`src/source/mul_pkg.sv`:
```
// Multiply cluster package
// Shared sizes, vector types and the pipe state encoding for the
// issue unit, the iterative pipes and the reorder buffer

package mul_pkg;

  // --------------------
  // Cluster sizes
  // --------------------

  // Iterative multiplier pipes behind the issue unit
  localparam int NUM_PIPES  = 4;
  // Sequence number width, wraps modulo ROB_DEPTH
  localparam int SEQ_BITS   = 3;
  localparam int ROB_DEPTH  = 1 << SEQ_BITS;
  localparam int DATA_WIDTH = 32;
  // Two multiplier bits retired per step
  localparam int MUL_STEPS  = DATA_WIDTH / 2;

  // --------------------
  // Vector types
  // --------------------

  typedef logic [DATA_WIDTH-1:0]         word_t;
  typedef logic [SEQ_BITS-1:0]           seq_t;
  // One bit per pipe
  typedef logic [NUM_PIPES-1:0]          pipe_mask_t;
  // Holds 0 .. MUL_STEPS inclusive
  typedef logic [$clog2(MUL_STEPS):0]    step_cnt_t;

  // Pipe FSM
  typedef enum logic {
    PIPE_IDLE,
    PIPE_BUSY
  } pipe_state_e;

endpackage

```
`src/source/iter_mul_pipe.sv`:
```
// Iterative multiplier pipe
// Radix-4 shift-add, one operation at a time, finishing early once the
// remaining multiplier bits are all zero

module iter_mul_pipe (
  input  logic           clk,
  input  logic           arst_n,
  input  logic           disp_val,
  input  mul_pkg::word_t disp_a,
  input  mul_pkg::word_t disp_b,
  input  mul_pkg::seq_t  disp_seq,
  output logic           pipe_busy,
  output logic           res_val,
  output mul_pkg::seq_t  res_seq,
  output mul_pkg::word_t res_data
);

  mul_pkg::pipe_state_e state;
  // Step number of the current cycle, 1 .. MUL_STEPS
  mul_pkg::step_cnt_t   step_cnt;
  // Shifted multiplicand and multiplier, running sum
  mul_pkg::word_t       mcand;
  mul_pkg::word_t       mplier;
  mul_pkg::word_t       acc;
  mul_pkg::word_t       part_prod;
  mul_pkg::word_t       acc_next;
  mul_pkg::word_t       mplier_next;
  logic                 last_step;

  // --------------------
  // Datapath
  // --------------------

  // mcand times the low radix-4 digit
  always_comb begin
    case (mplier[1:0])
      2'd0:    part_prod = '0;
      2'd1:    part_prod = mcand;
      2'd2:    part_prod = mcand << 1;
      default: part_prod = mcand + (mcand << 1);
    endcase
  end

  assign acc_next    = acc + part_prod;
  assign mplier_next = mplier >> 2;
  // Stop when no nonzero digits remain
  assign last_step   = (mplier_next == '0) ||
                       (step_cnt == mul_pkg::step_cnt_t'(mul_pkg::MUL_STEPS));

  // Result leaves in the final step itself
  assign res_val   = (state == mul_pkg::PIPE_BUSY) && last_step;
  assign pipe_busy = (state == mul_pkg::PIPE_BUSY) && !last_step;
  assign res_data  = acc_next;

  // --------------------
  // FSM
  // --------------------

  always_ff @(posedge clk or negedge arst_n) begin
    if (!arst_n) begin
      state    <= mul_pkg::PIPE_IDLE;
      step_cnt <= '0;
    end else begin
      case (state)
        mul_pkg::PIPE_IDLE: begin
          if (disp_val) begin
            state    <= mul_pkg::PIPE_BUSY;
            step_cnt <= mul_pkg::step_cnt_t'(1);
          end
        end
        default: begin
          if (last_step) begin
            state <= mul_pkg::PIPE_IDLE;
          end else begin
            step_cnt <= step_cnt + 1'b1;
          end
        end
      endcase
    end
  end

  // Operand load on dispatch, shift while busy
  always_ff @(posedge clk) begin
    if (state == mul_pkg::PIPE_IDLE && disp_val) begin
      mcand   <= disp_a;
      mplier  <= disp_b;
      acc     <= '0;
      res_seq <= disp_seq;
    end else if (state == mul_pkg::PIPE_BUSY) begin
      mcand  <= mcand << 2;
      mplier <= mplier_next;
      acc    <= acc_next;
    end
  end

  // Issue unit only targets idle pipes
  assert property (@(posedge clk) disable iff (!arst_n)
    disp_val |-> state == mul_pkg::PIPE_IDLE);

endmodule

```
`src/source/mul_cluster.sv`:
```
// Multiply cluster top level
// Issue unit feeding a bank of iterative multiplier pipes, drained in
// program order by the commit unit

module mul_cluster (
  input  logic           clk,
  input  logic           arst_n,
  input  logic           op_val,
  input  mul_pkg::word_t op_a,
  input  mul_pkg::word_t op_b,
  output logic           issue_rdy,
  output logic           commit_val,
  output mul_pkg::seq_t  commit_seq,
  output mul_pkg::word_t commit_data
);

  // --------------------
  // Issue to pipes
  // --------------------

  mul_pkg::pipe_mask_t disp_val;
  mul_pkg::word_t      disp_a;
  mul_pkg::word_t      disp_b;
  mul_pkg::seq_t       disp_seq;
  mul_pkg::pipe_mask_t pipe_busy;

  // Pipes to commit
  mul_pkg::pipe_mask_t                     res_val;
  mul_pkg::seq_t [mul_pkg::NUM_PIPES-1:0]  res_seq;
  mul_pkg::word_t [mul_pkg::NUM_PIPES-1:0] res_data;

  mul_issue_unit u_issue (
    .clk        (clk),
    .arst_n     (arst_n),
    .op_val     (op_val),
    .op_a       (op_a),
    .op_b       (op_b),
    .pipe_busy  (pipe_busy),
    .commit_val (commit_val),
    .issue_rdy  (issue_rdy),
    .disp_val   (disp_val),
    .disp_a     (disp_a),
    .disp_b     (disp_b),
    .disp_seq   (disp_seq)
  );

  // One pipe per dispatch bit
  for (genvar g = 0; g < mul_pkg::NUM_PIPES; g++) begin : g_pipe
    iter_mul_pipe u_pipe (
      .clk       (clk),
      .arst_n    (arst_n),
      .disp_val  (disp_val[g]),
      .disp_a    (disp_a),
      .disp_b    (disp_b),
      .disp_seq  (disp_seq),
      .pipe_busy (pipe_busy[g]),
      .res_val   (res_val[g]),
      .res_seq   (res_seq[g]),
      .res_data  (res_data[g])
    );
  end

  mul_commit_unit u_commit (
    .clk         (clk),
    .arst_n      (arst_n),
    .res_val     (res_val),
    .res_seq     (res_seq),
    .res_data    (res_data),
    .commit_val  (commit_val),
    .commit_seq  (commit_seq),
    .commit_data (commit_data)
  );

endmodule

```
`src/source/mul_commit_unit.sv`:
```
// Multiply commit unit
// Reorder buffer indexed by sequence number. Collects out-of-order
// pipe results and commits them in program order, one per cycle

module mul_commit_unit (
  input  logic                                     clk,
  input  logic                                     arst_n,
  input  mul_pkg::pipe_mask_t                      res_val,
  input  mul_pkg::seq_t [mul_pkg::NUM_PIPES-1:0]   res_seq,
  input  mul_pkg::word_t [mul_pkg::NUM_PIPES-1:0]  res_data,
  output logic                                     commit_val,
  output mul_pkg::seq_t                            commit_seq,
  output mul_pkg::word_t                           commit_data
);

  // --------------------
  // ROB storage
  // --------------------

  // Slot holds a finished result
  logic [mul_pkg::ROB_DEPTH-1:0] slot_val;
  mul_pkg::word_t                slot_data [mul_pkg::ROB_DEPTH];
  // Oldest uncommitted tag
  mul_pkg::seq_t                 head;

  // Commit as soon as the oldest result is present
  assign commit_val  = slot_val[head];
  assign commit_seq  = head;
  assign commit_data = slot_data[head];

  // --------------------
  // Valid bits and head
  // --------------------

  always_ff @(posedge clk or negedge arst_n) begin
    if (!arst_n) begin
      slot_val <= '0;
      head     <= '0;
    end else begin
      // Retire head
      if (commit_val) begin
        slot_val[head] <= 1'b0;
        head           <= head + 1'b1;
      end
      // Fill from pipes, tags never collide
      for (int p = 0; p < mul_pkg::NUM_PIPES; p++) begin
        if (res_val[p]) begin
          slot_val[res_seq[p]] <= 1'b1;
        end
      end
    end
  end

  // Result words
  always_ff @(posedge clk) begin
    for (int p = 0; p < mul_pkg::NUM_PIPES; p++) begin
      if (res_val[p]) begin
        slot_data[res_seq[p]] <= res_data[p];
      end
    end
  end

  // --------------------
  // Checks
  // --------------------

  // Issue side must not reuse a tag before it commits
  for (genvar p = 0; p < mul_pkg::NUM_PIPES; p++) begin : g_chk
    assert property (@(posedge clk) disable iff (!arst_n)
      res_val[p] |-> !slot_val[res_seq[p]]);
  end

endmodule

```
`src/source/mul_issue_unit.sv`:
```
// Multiply issue unit
// Tags each operation with a sequence number, tracks free pipes and
// reorder slots, and dispatches to the lowest idle pipe

module mul_issue_unit (
  input  logic                clk,
  input  logic                arst_n,
  input  logic                op_val,
  input  mul_pkg::word_t      op_a,
  input  mul_pkg::word_t      op_b,
  input  mul_pkg::pipe_mask_t pipe_busy,
  input  logic                commit_val,
  output logic                issue_rdy,
  output mul_pkg::pipe_mask_t disp_val,
  output mul_pkg::word_t      disp_a,
  output mul_pkg::word_t      disp_b,
  output mul_pkg::seq_t       disp_seq
);

  // Next tag to hand out
  mul_pkg::seq_t next_seq;
  // Ops issued and not yet committed (0 .. ROB_DEPTH)
  logic [mul_pkg::SEQ_BITS:0] in_flight;
  // Pipes free to take an op this cycle
  mul_pkg::pipe_mask_t avail;
  mul_pkg::pipe_mask_t pick;

  // --------------------
  // Pipe selection
  // --------------------

  // A pipe dispatched last cycle does not show busy yet
  assign avail = ~pipe_busy & ~disp_val;

  // Lowest-numbered idle pipe wins
  always_comb begin
    pick = '0;
    for (int i = mul_pkg::NUM_PIPES - 1; i >= 0; i--) begin
      if (avail[i]) begin
        pick = mul_pkg::pipe_mask_t'(1) << i;
      end
    end
  end

  // Stall when all pipes busy or the ROB is full
  assign issue_rdy = (in_flight != mul_pkg::ROB_DEPTH) && (|avail);

  // --------------------
  // Dispatch registers
  // --------------------

  always_ff @(posedge clk or negedge arst_n) begin
    if (!arst_n) begin
      disp_val  <= '0;
      next_seq  <= '0;
      in_flight <= '0;
    end else begin
      disp_val <= op_val ? pick : '0;
      if (op_val) begin
        next_seq <= next_seq + 1'b1;
      end
      // Issue and commit may coincide
      case ({op_val, commit_val})
        2'b10:   in_flight <= in_flight + 1'b1;
        2'b01:   in_flight <= in_flight - 1'b1;
        default: in_flight <= in_flight;
      endcase
    end
  end

  // Operands and tag shared by all pipes
  always_ff @(posedge clk) begin
    if (op_val) begin
      disp_a   <= op_a;
      disp_b   <= op_b;
      disp_seq <= next_seq;
    end
  end

  // Caller must respect issue_rdy
  assert property (@(posedge clk) disable iff (!arst_n) op_val |-> issue_rdy);
  // Every accepted op lands in exactly one pipe
  assert property (@(posedge clk) disable iff (!arst_n) op_val |=> $onehot(disp_val));

endmodule

```
`config.mk`:
```
export PLATFORM = sky130hd
export DESIGN_NAME = mul_cluster
export DESIGN_NICKNAME = d
export VERILOG_FILES = /design/src/source/mul_pkg.sv /design/src/source/iter_mul_pipe.sv /design/src/source/mul_cluster.sv /design/src/source/mul_commit_unit.sv /design/src/source/mul_issue_unit.sv
export SDC_FILE = /design/constraint.sdc
export NUM_CORES = 2
export LEC_CHECK = 0
export BUFFER_PORTS_ARGS = -buffer_cell sky130_fd_sc_hd__buf_2
export CAP_MARGIN = 15
export CORE_ASPECT_RATIO = 1.4
export CORE_MARGIN = 2
export CORE_UTILIZATION = 32
export DETAILED_ROUTE_END_ITERATION = 7
export PLACE_DENSITY = 0.49
export SYNTH_ARGS = -nofsm -noshare
export SYNTH_HDL_FRONTEND = slang
export SYNTH_SLANG_ARGS = --single-unit
```
`constraint.sdc`:
```
create_clock -name clk -period 6.15 [get_ports clk]
set_clock_uncertainty 0.05 [all_clocks]
set_input_delay 1.845 -clock clk [delete_from_list [all_inputs] [get_ports clk]]
set_output_delay 1.845 -clock clk [all_outputs]
set_load 0.005 [all_outputs]
```
==> results.toml <==
[routing]
antenna_left = 0
vias = 42210
drc = 0
viasPerCell = 5.685
wl_per_cell_um = 25.80
drtPass1Iterations = 7
totalWireLength_mm = 191.5
drt-initial-drc-count = 3867

[job]
cap_violations = 0

[clock_network]
cts_hold_buf = 0
cts_tree = "built"
cts_buffer_depth = 3
h-tree-depth = 3
clockRootBuffer = "clkbuf_16"
cts-buffers-inserted = 89
clock_latency_ns = 0.72
cts.sinks = 765
clk_pin_slew_ns = 0.06

[setup_path]
cp_slowest_cell = "xnor2_1"
cp_slowest_stage_delay_ns = 0.85
required_ns = 6.64
crit_arrival_ns = 6.50
critPathLaunchType = "flip-flop"
reg2reg_depth = 23
end_kind = "flip-flop"
r2r-end = "u_commit.slot_data[4][21]$_DFFE_PP_"
worst-path-buf-inv = 1
crit_fanout = 9
r2r_setup_slack_ns = 0.14
worstReg2RegStart = "g_pipe[0].u_pipe.mcand[1]$_SDFFCE_PN0P_"
path_cells = "ha_1, inv_1, fa_1, nand2b_1, a21oi_2, o21ai_0, nand2b_1, a21o_1, a21oi_1, xnor2_1, mux2_2, a22o_1, ha_1, and4_1, o211ai_1, o21bai_1, a21boi_0, o211ai_1, nor2b_1, o21a_1, xnor2_1, a211oi_1, o22ai_1"
critPathKind = "flip-flop to flip-flop"
cp_top_family = "compound AO/OA/AOI/OAI gates"

[synthesis]
ys_ff_latch = 765
ys_dominant_reg_cell = "edfxtp_1"
synth_enable_flop_cells = 591
yosysSeqAreaShare_pct = 42.28
async_reset_ff_share_pct = 6.013
syn_inst = 5128
syn-mean-instance-area_um2 = 9.899
synth_cell_types = 102
syn-num-nets = 5469
synth.cell_area_um2 = 50760
yosys_warnings = 0

[hold_path]
whs_endpoint = "g_pipe[3].u_pipe.acc[30]$_SDFFE_PP0P_"
holdPathStages = 2
min_from = "g_pipe[3].u_pipe.acc[30]$_SDFFE_PP0P_"
holdCritPathClass = "flip-flop to flip-flop"

[final_layout]
fillers = 15690
area.growth.synth_to_final_pct = 14.36
nNetsFinal = 5604
drive_above_1_share_pct = 18.77
utilization_pct = 36.90

[grt]
grt_max_degree = 77
grt_remaining_overflow = 0
grt.total_usage_pct = 23.08
grt_pass1_wl_mm = 276.8
grt_pass1_vias = 41180
antenna_found_initial = 5

[floorplan]
core.rowCount = 172
die_area_um2 = 161900
fp.dieH_um = 475.3
chipWidth_um = 340.6
initial_core_util_pct = 32.27
fp.coreArea_um2 = 157300
pin_count = 104

[sta]
worst_pin_slew_ns = 1.260
final.setup.tns_ns = 0
finalMaxSlewViolations = 0
period_minus_slack_ns = 6.006
clock.fmax_mhz = 166.5
setup_viol = 0
maxSlewHeadroom_pct = 15.58
holdWs_ns = 0.4026
finalCritPeriodShare_pct = 97.65
hold_viol = 0

[placed_design]
gp_congestion = 0.9309
dpl.hpwl_mm = 138.9
portBuffers = 103

[status]
status = "finished clean"
==> cell usage in the layout (no fill, tap or decap), drive strengths merged, types with 33 or more instances in the layout <==
master  Yosys  layout
nand2     641     641
o211ai    119     119
dfrtp      46      46
o22ai      47      47
dfxtp     128     128
xnor2     158     158
inv        99     103
a21o      138     138
a31oi      33      33
a21oi     412     412
nand3     143     143
buf        30     329
mux2i      52      52
nor2      298     298
clkbuf    255     116
o21ai     510     510
a22o      113     113
mux2      308     308
nor3       33      33
a211oi     69      69
ha        265     265
mux4       66      66
xor2       71      71
nand2b     51      51
nor4       34      34
edfxtp    591     591
o21bai     38      38
==> worst max-delay path by stage <==
| stage | startpoint | to | slack [ns] | cells after the start |
|---|---|---|---|---|
| finish | g_pipe[0].u_pipe.mcand[1]$_SDFFCE_PN0P_ | u_commit.slot_data[4][21]$_DFFE_PP_ | 0.14 | 23 |
| global placement | g_pipe[3].u_pipe.mcand[1]$_SDFFCE_PN0P_ | u_commit.slot_data[0][27]$_DFFE_PP_ | 0.06 | 26 |
| floorplan | g_pipe[0].u_pipe.step_cnt[0]$_DFFE_PN0P_ | u_commit.slot_data[0][0]$_DFFE_PP_ | 0.26 | 7 |
| detailed placement | g_pipe[3].u_pipe.mcand[1]$_SDFFCE_PN0P_ | u_commit.slot_data[2][31]$_DFFE_PP_ | 0.09 | 27 |
| CTS | g_pipe[3].u_pipe.mcand[1]$_SDFFCE_PN0P_ | u_commit.slot_data[2][31]$_DFFE_PP_ | 0.03 | 27 |
| global route | g_pipe[1].u_pipe.mcand[1]$_SDFFCE_PN0P_ | u_commit.slot_data[2][29]$_DFFE_PP_ | -0.06 | 26 |
==> per-layer routing <==
metal  part of all wire (%)  wire length (um)  vias to the layer above  track usage, %
met5                 0.0068                13                        -               0
met4                    6.9             13190                        2           13.72
met3                    5.2             10020                      432           2.606
met2                     49             93850                     1541           40.55
met1                     39             74450                    20610           27.06
li1                       -                 -                    19630               -
==> Yosys cell counts (68+ instances only) <==
cell type,number,area share [%]
a211oi_1,68,1.0
a21o_1,136,2.0
a21oi_1,408,4.0
a22o_1,113,1.9
clkbuf_1,255,1.9
dfxtp_1,128,5.0
edfxtp_1,591,35
ha_1,265,6.5
inv_1,99,0.73
mux2_2,308,6.8
nand2_1,640,4.7
nand3_1,143,1.4
nor2_1,297,2.2
o211ai_1,119,1.8
o21ai_0,489,4.8
xnor2_1,156,2.7
==> sequential cells by signal (all words and copies together) (netlist names) <==
register / flops
g_pipe.u_pipe.acc: 128
g_pipe.u_pipe.mcand: 128
g_pipe.u_pipe.mplier: 128
g_pipe.u_pipe.res_seq: 12
g_pipe.u_pipe.state: 4
g_pipe.u_pipe.step_cnt: 20
u_commit.commit_seq: 3
u_commit.slot_data: 256
u_commit.slot_val: 8
u_issue.disp_a: 32
u_issue.disp_b: 32
u_issue.disp_seq: 3
u_issue.disp_val: 4
u_issue.in_flight: 4
u_issue.next_seq: 3
==> timing repair <==
item,in CTS,in global routing
endpoints found under the setup margin,0,97
gates resized for setup,0,72
hold endpoints to repair,0,0
setup buffers,0,17
==> per-stage QoR <==
stage / area (um^2) / setup WS [ns] / cells
final: 58050 / 0.1443 / 7425
after global routing: 58040 / -0.05882 / 7421
after CTS: 57620 / 0.03472 / 7400
after detailed placement: 54670 / 0.09198 / 7240
after global placement: 54670 / 0.06152 / 7240
after floorplan: 50760 / 0.2613 / 5128
==> tightest hold or removal path: cells and delay by family, from the launching register on <==
kind,cells,cell delay (ns)
AO/OA/AOI/OAI,1,0.05
flip-flops,1,0.31
AND/OR/NAND/NOR,1,0.05
==> logic make-up (layout without fill, tap and decap cells) <==
group / Yosys count / count (layout) / synth area share [%]
mux: 426 / 426 / 10.79
flops: 765 / 765 / 42.28
other cells: 0 / 5 / 0
fa+ha+maj: 274 / 274 / 6.887
simple gates: 1372 / 1372 / 12.07
xor+xnor: 229 / 229 / 4.055
compound gates: 1677 / 1677 / 21.03
buf+inv: 385 / 589 / 2.899
==> layout make-up <==
| type | instances | area (um^2) | share of cell area (%) |
|---|---|---|---|
| Multi-Input combinational cell | 3978 | 28340 | 48.82 |
| Sequential cell | 765 | 21470 | 36.98 |
| Tap cell | 2088 | 2613 | 4.500 |
| Clock buffer | 116 | 2420 | 4.169 |
| Timing Repair Buffer | 329 | 2291 | 3.947 |
| Clock inverter | 44 | 529.3 | 0.9117 |
| Inverter | 100 | 375.4 | 0.6466 |
| Antenna cell | 5 | 12.51 | 0.02155 |
Power is left out: the tool's default activity adds up to more than one toggle a clock period on the data nets, which glitch-free logic cannot reach.
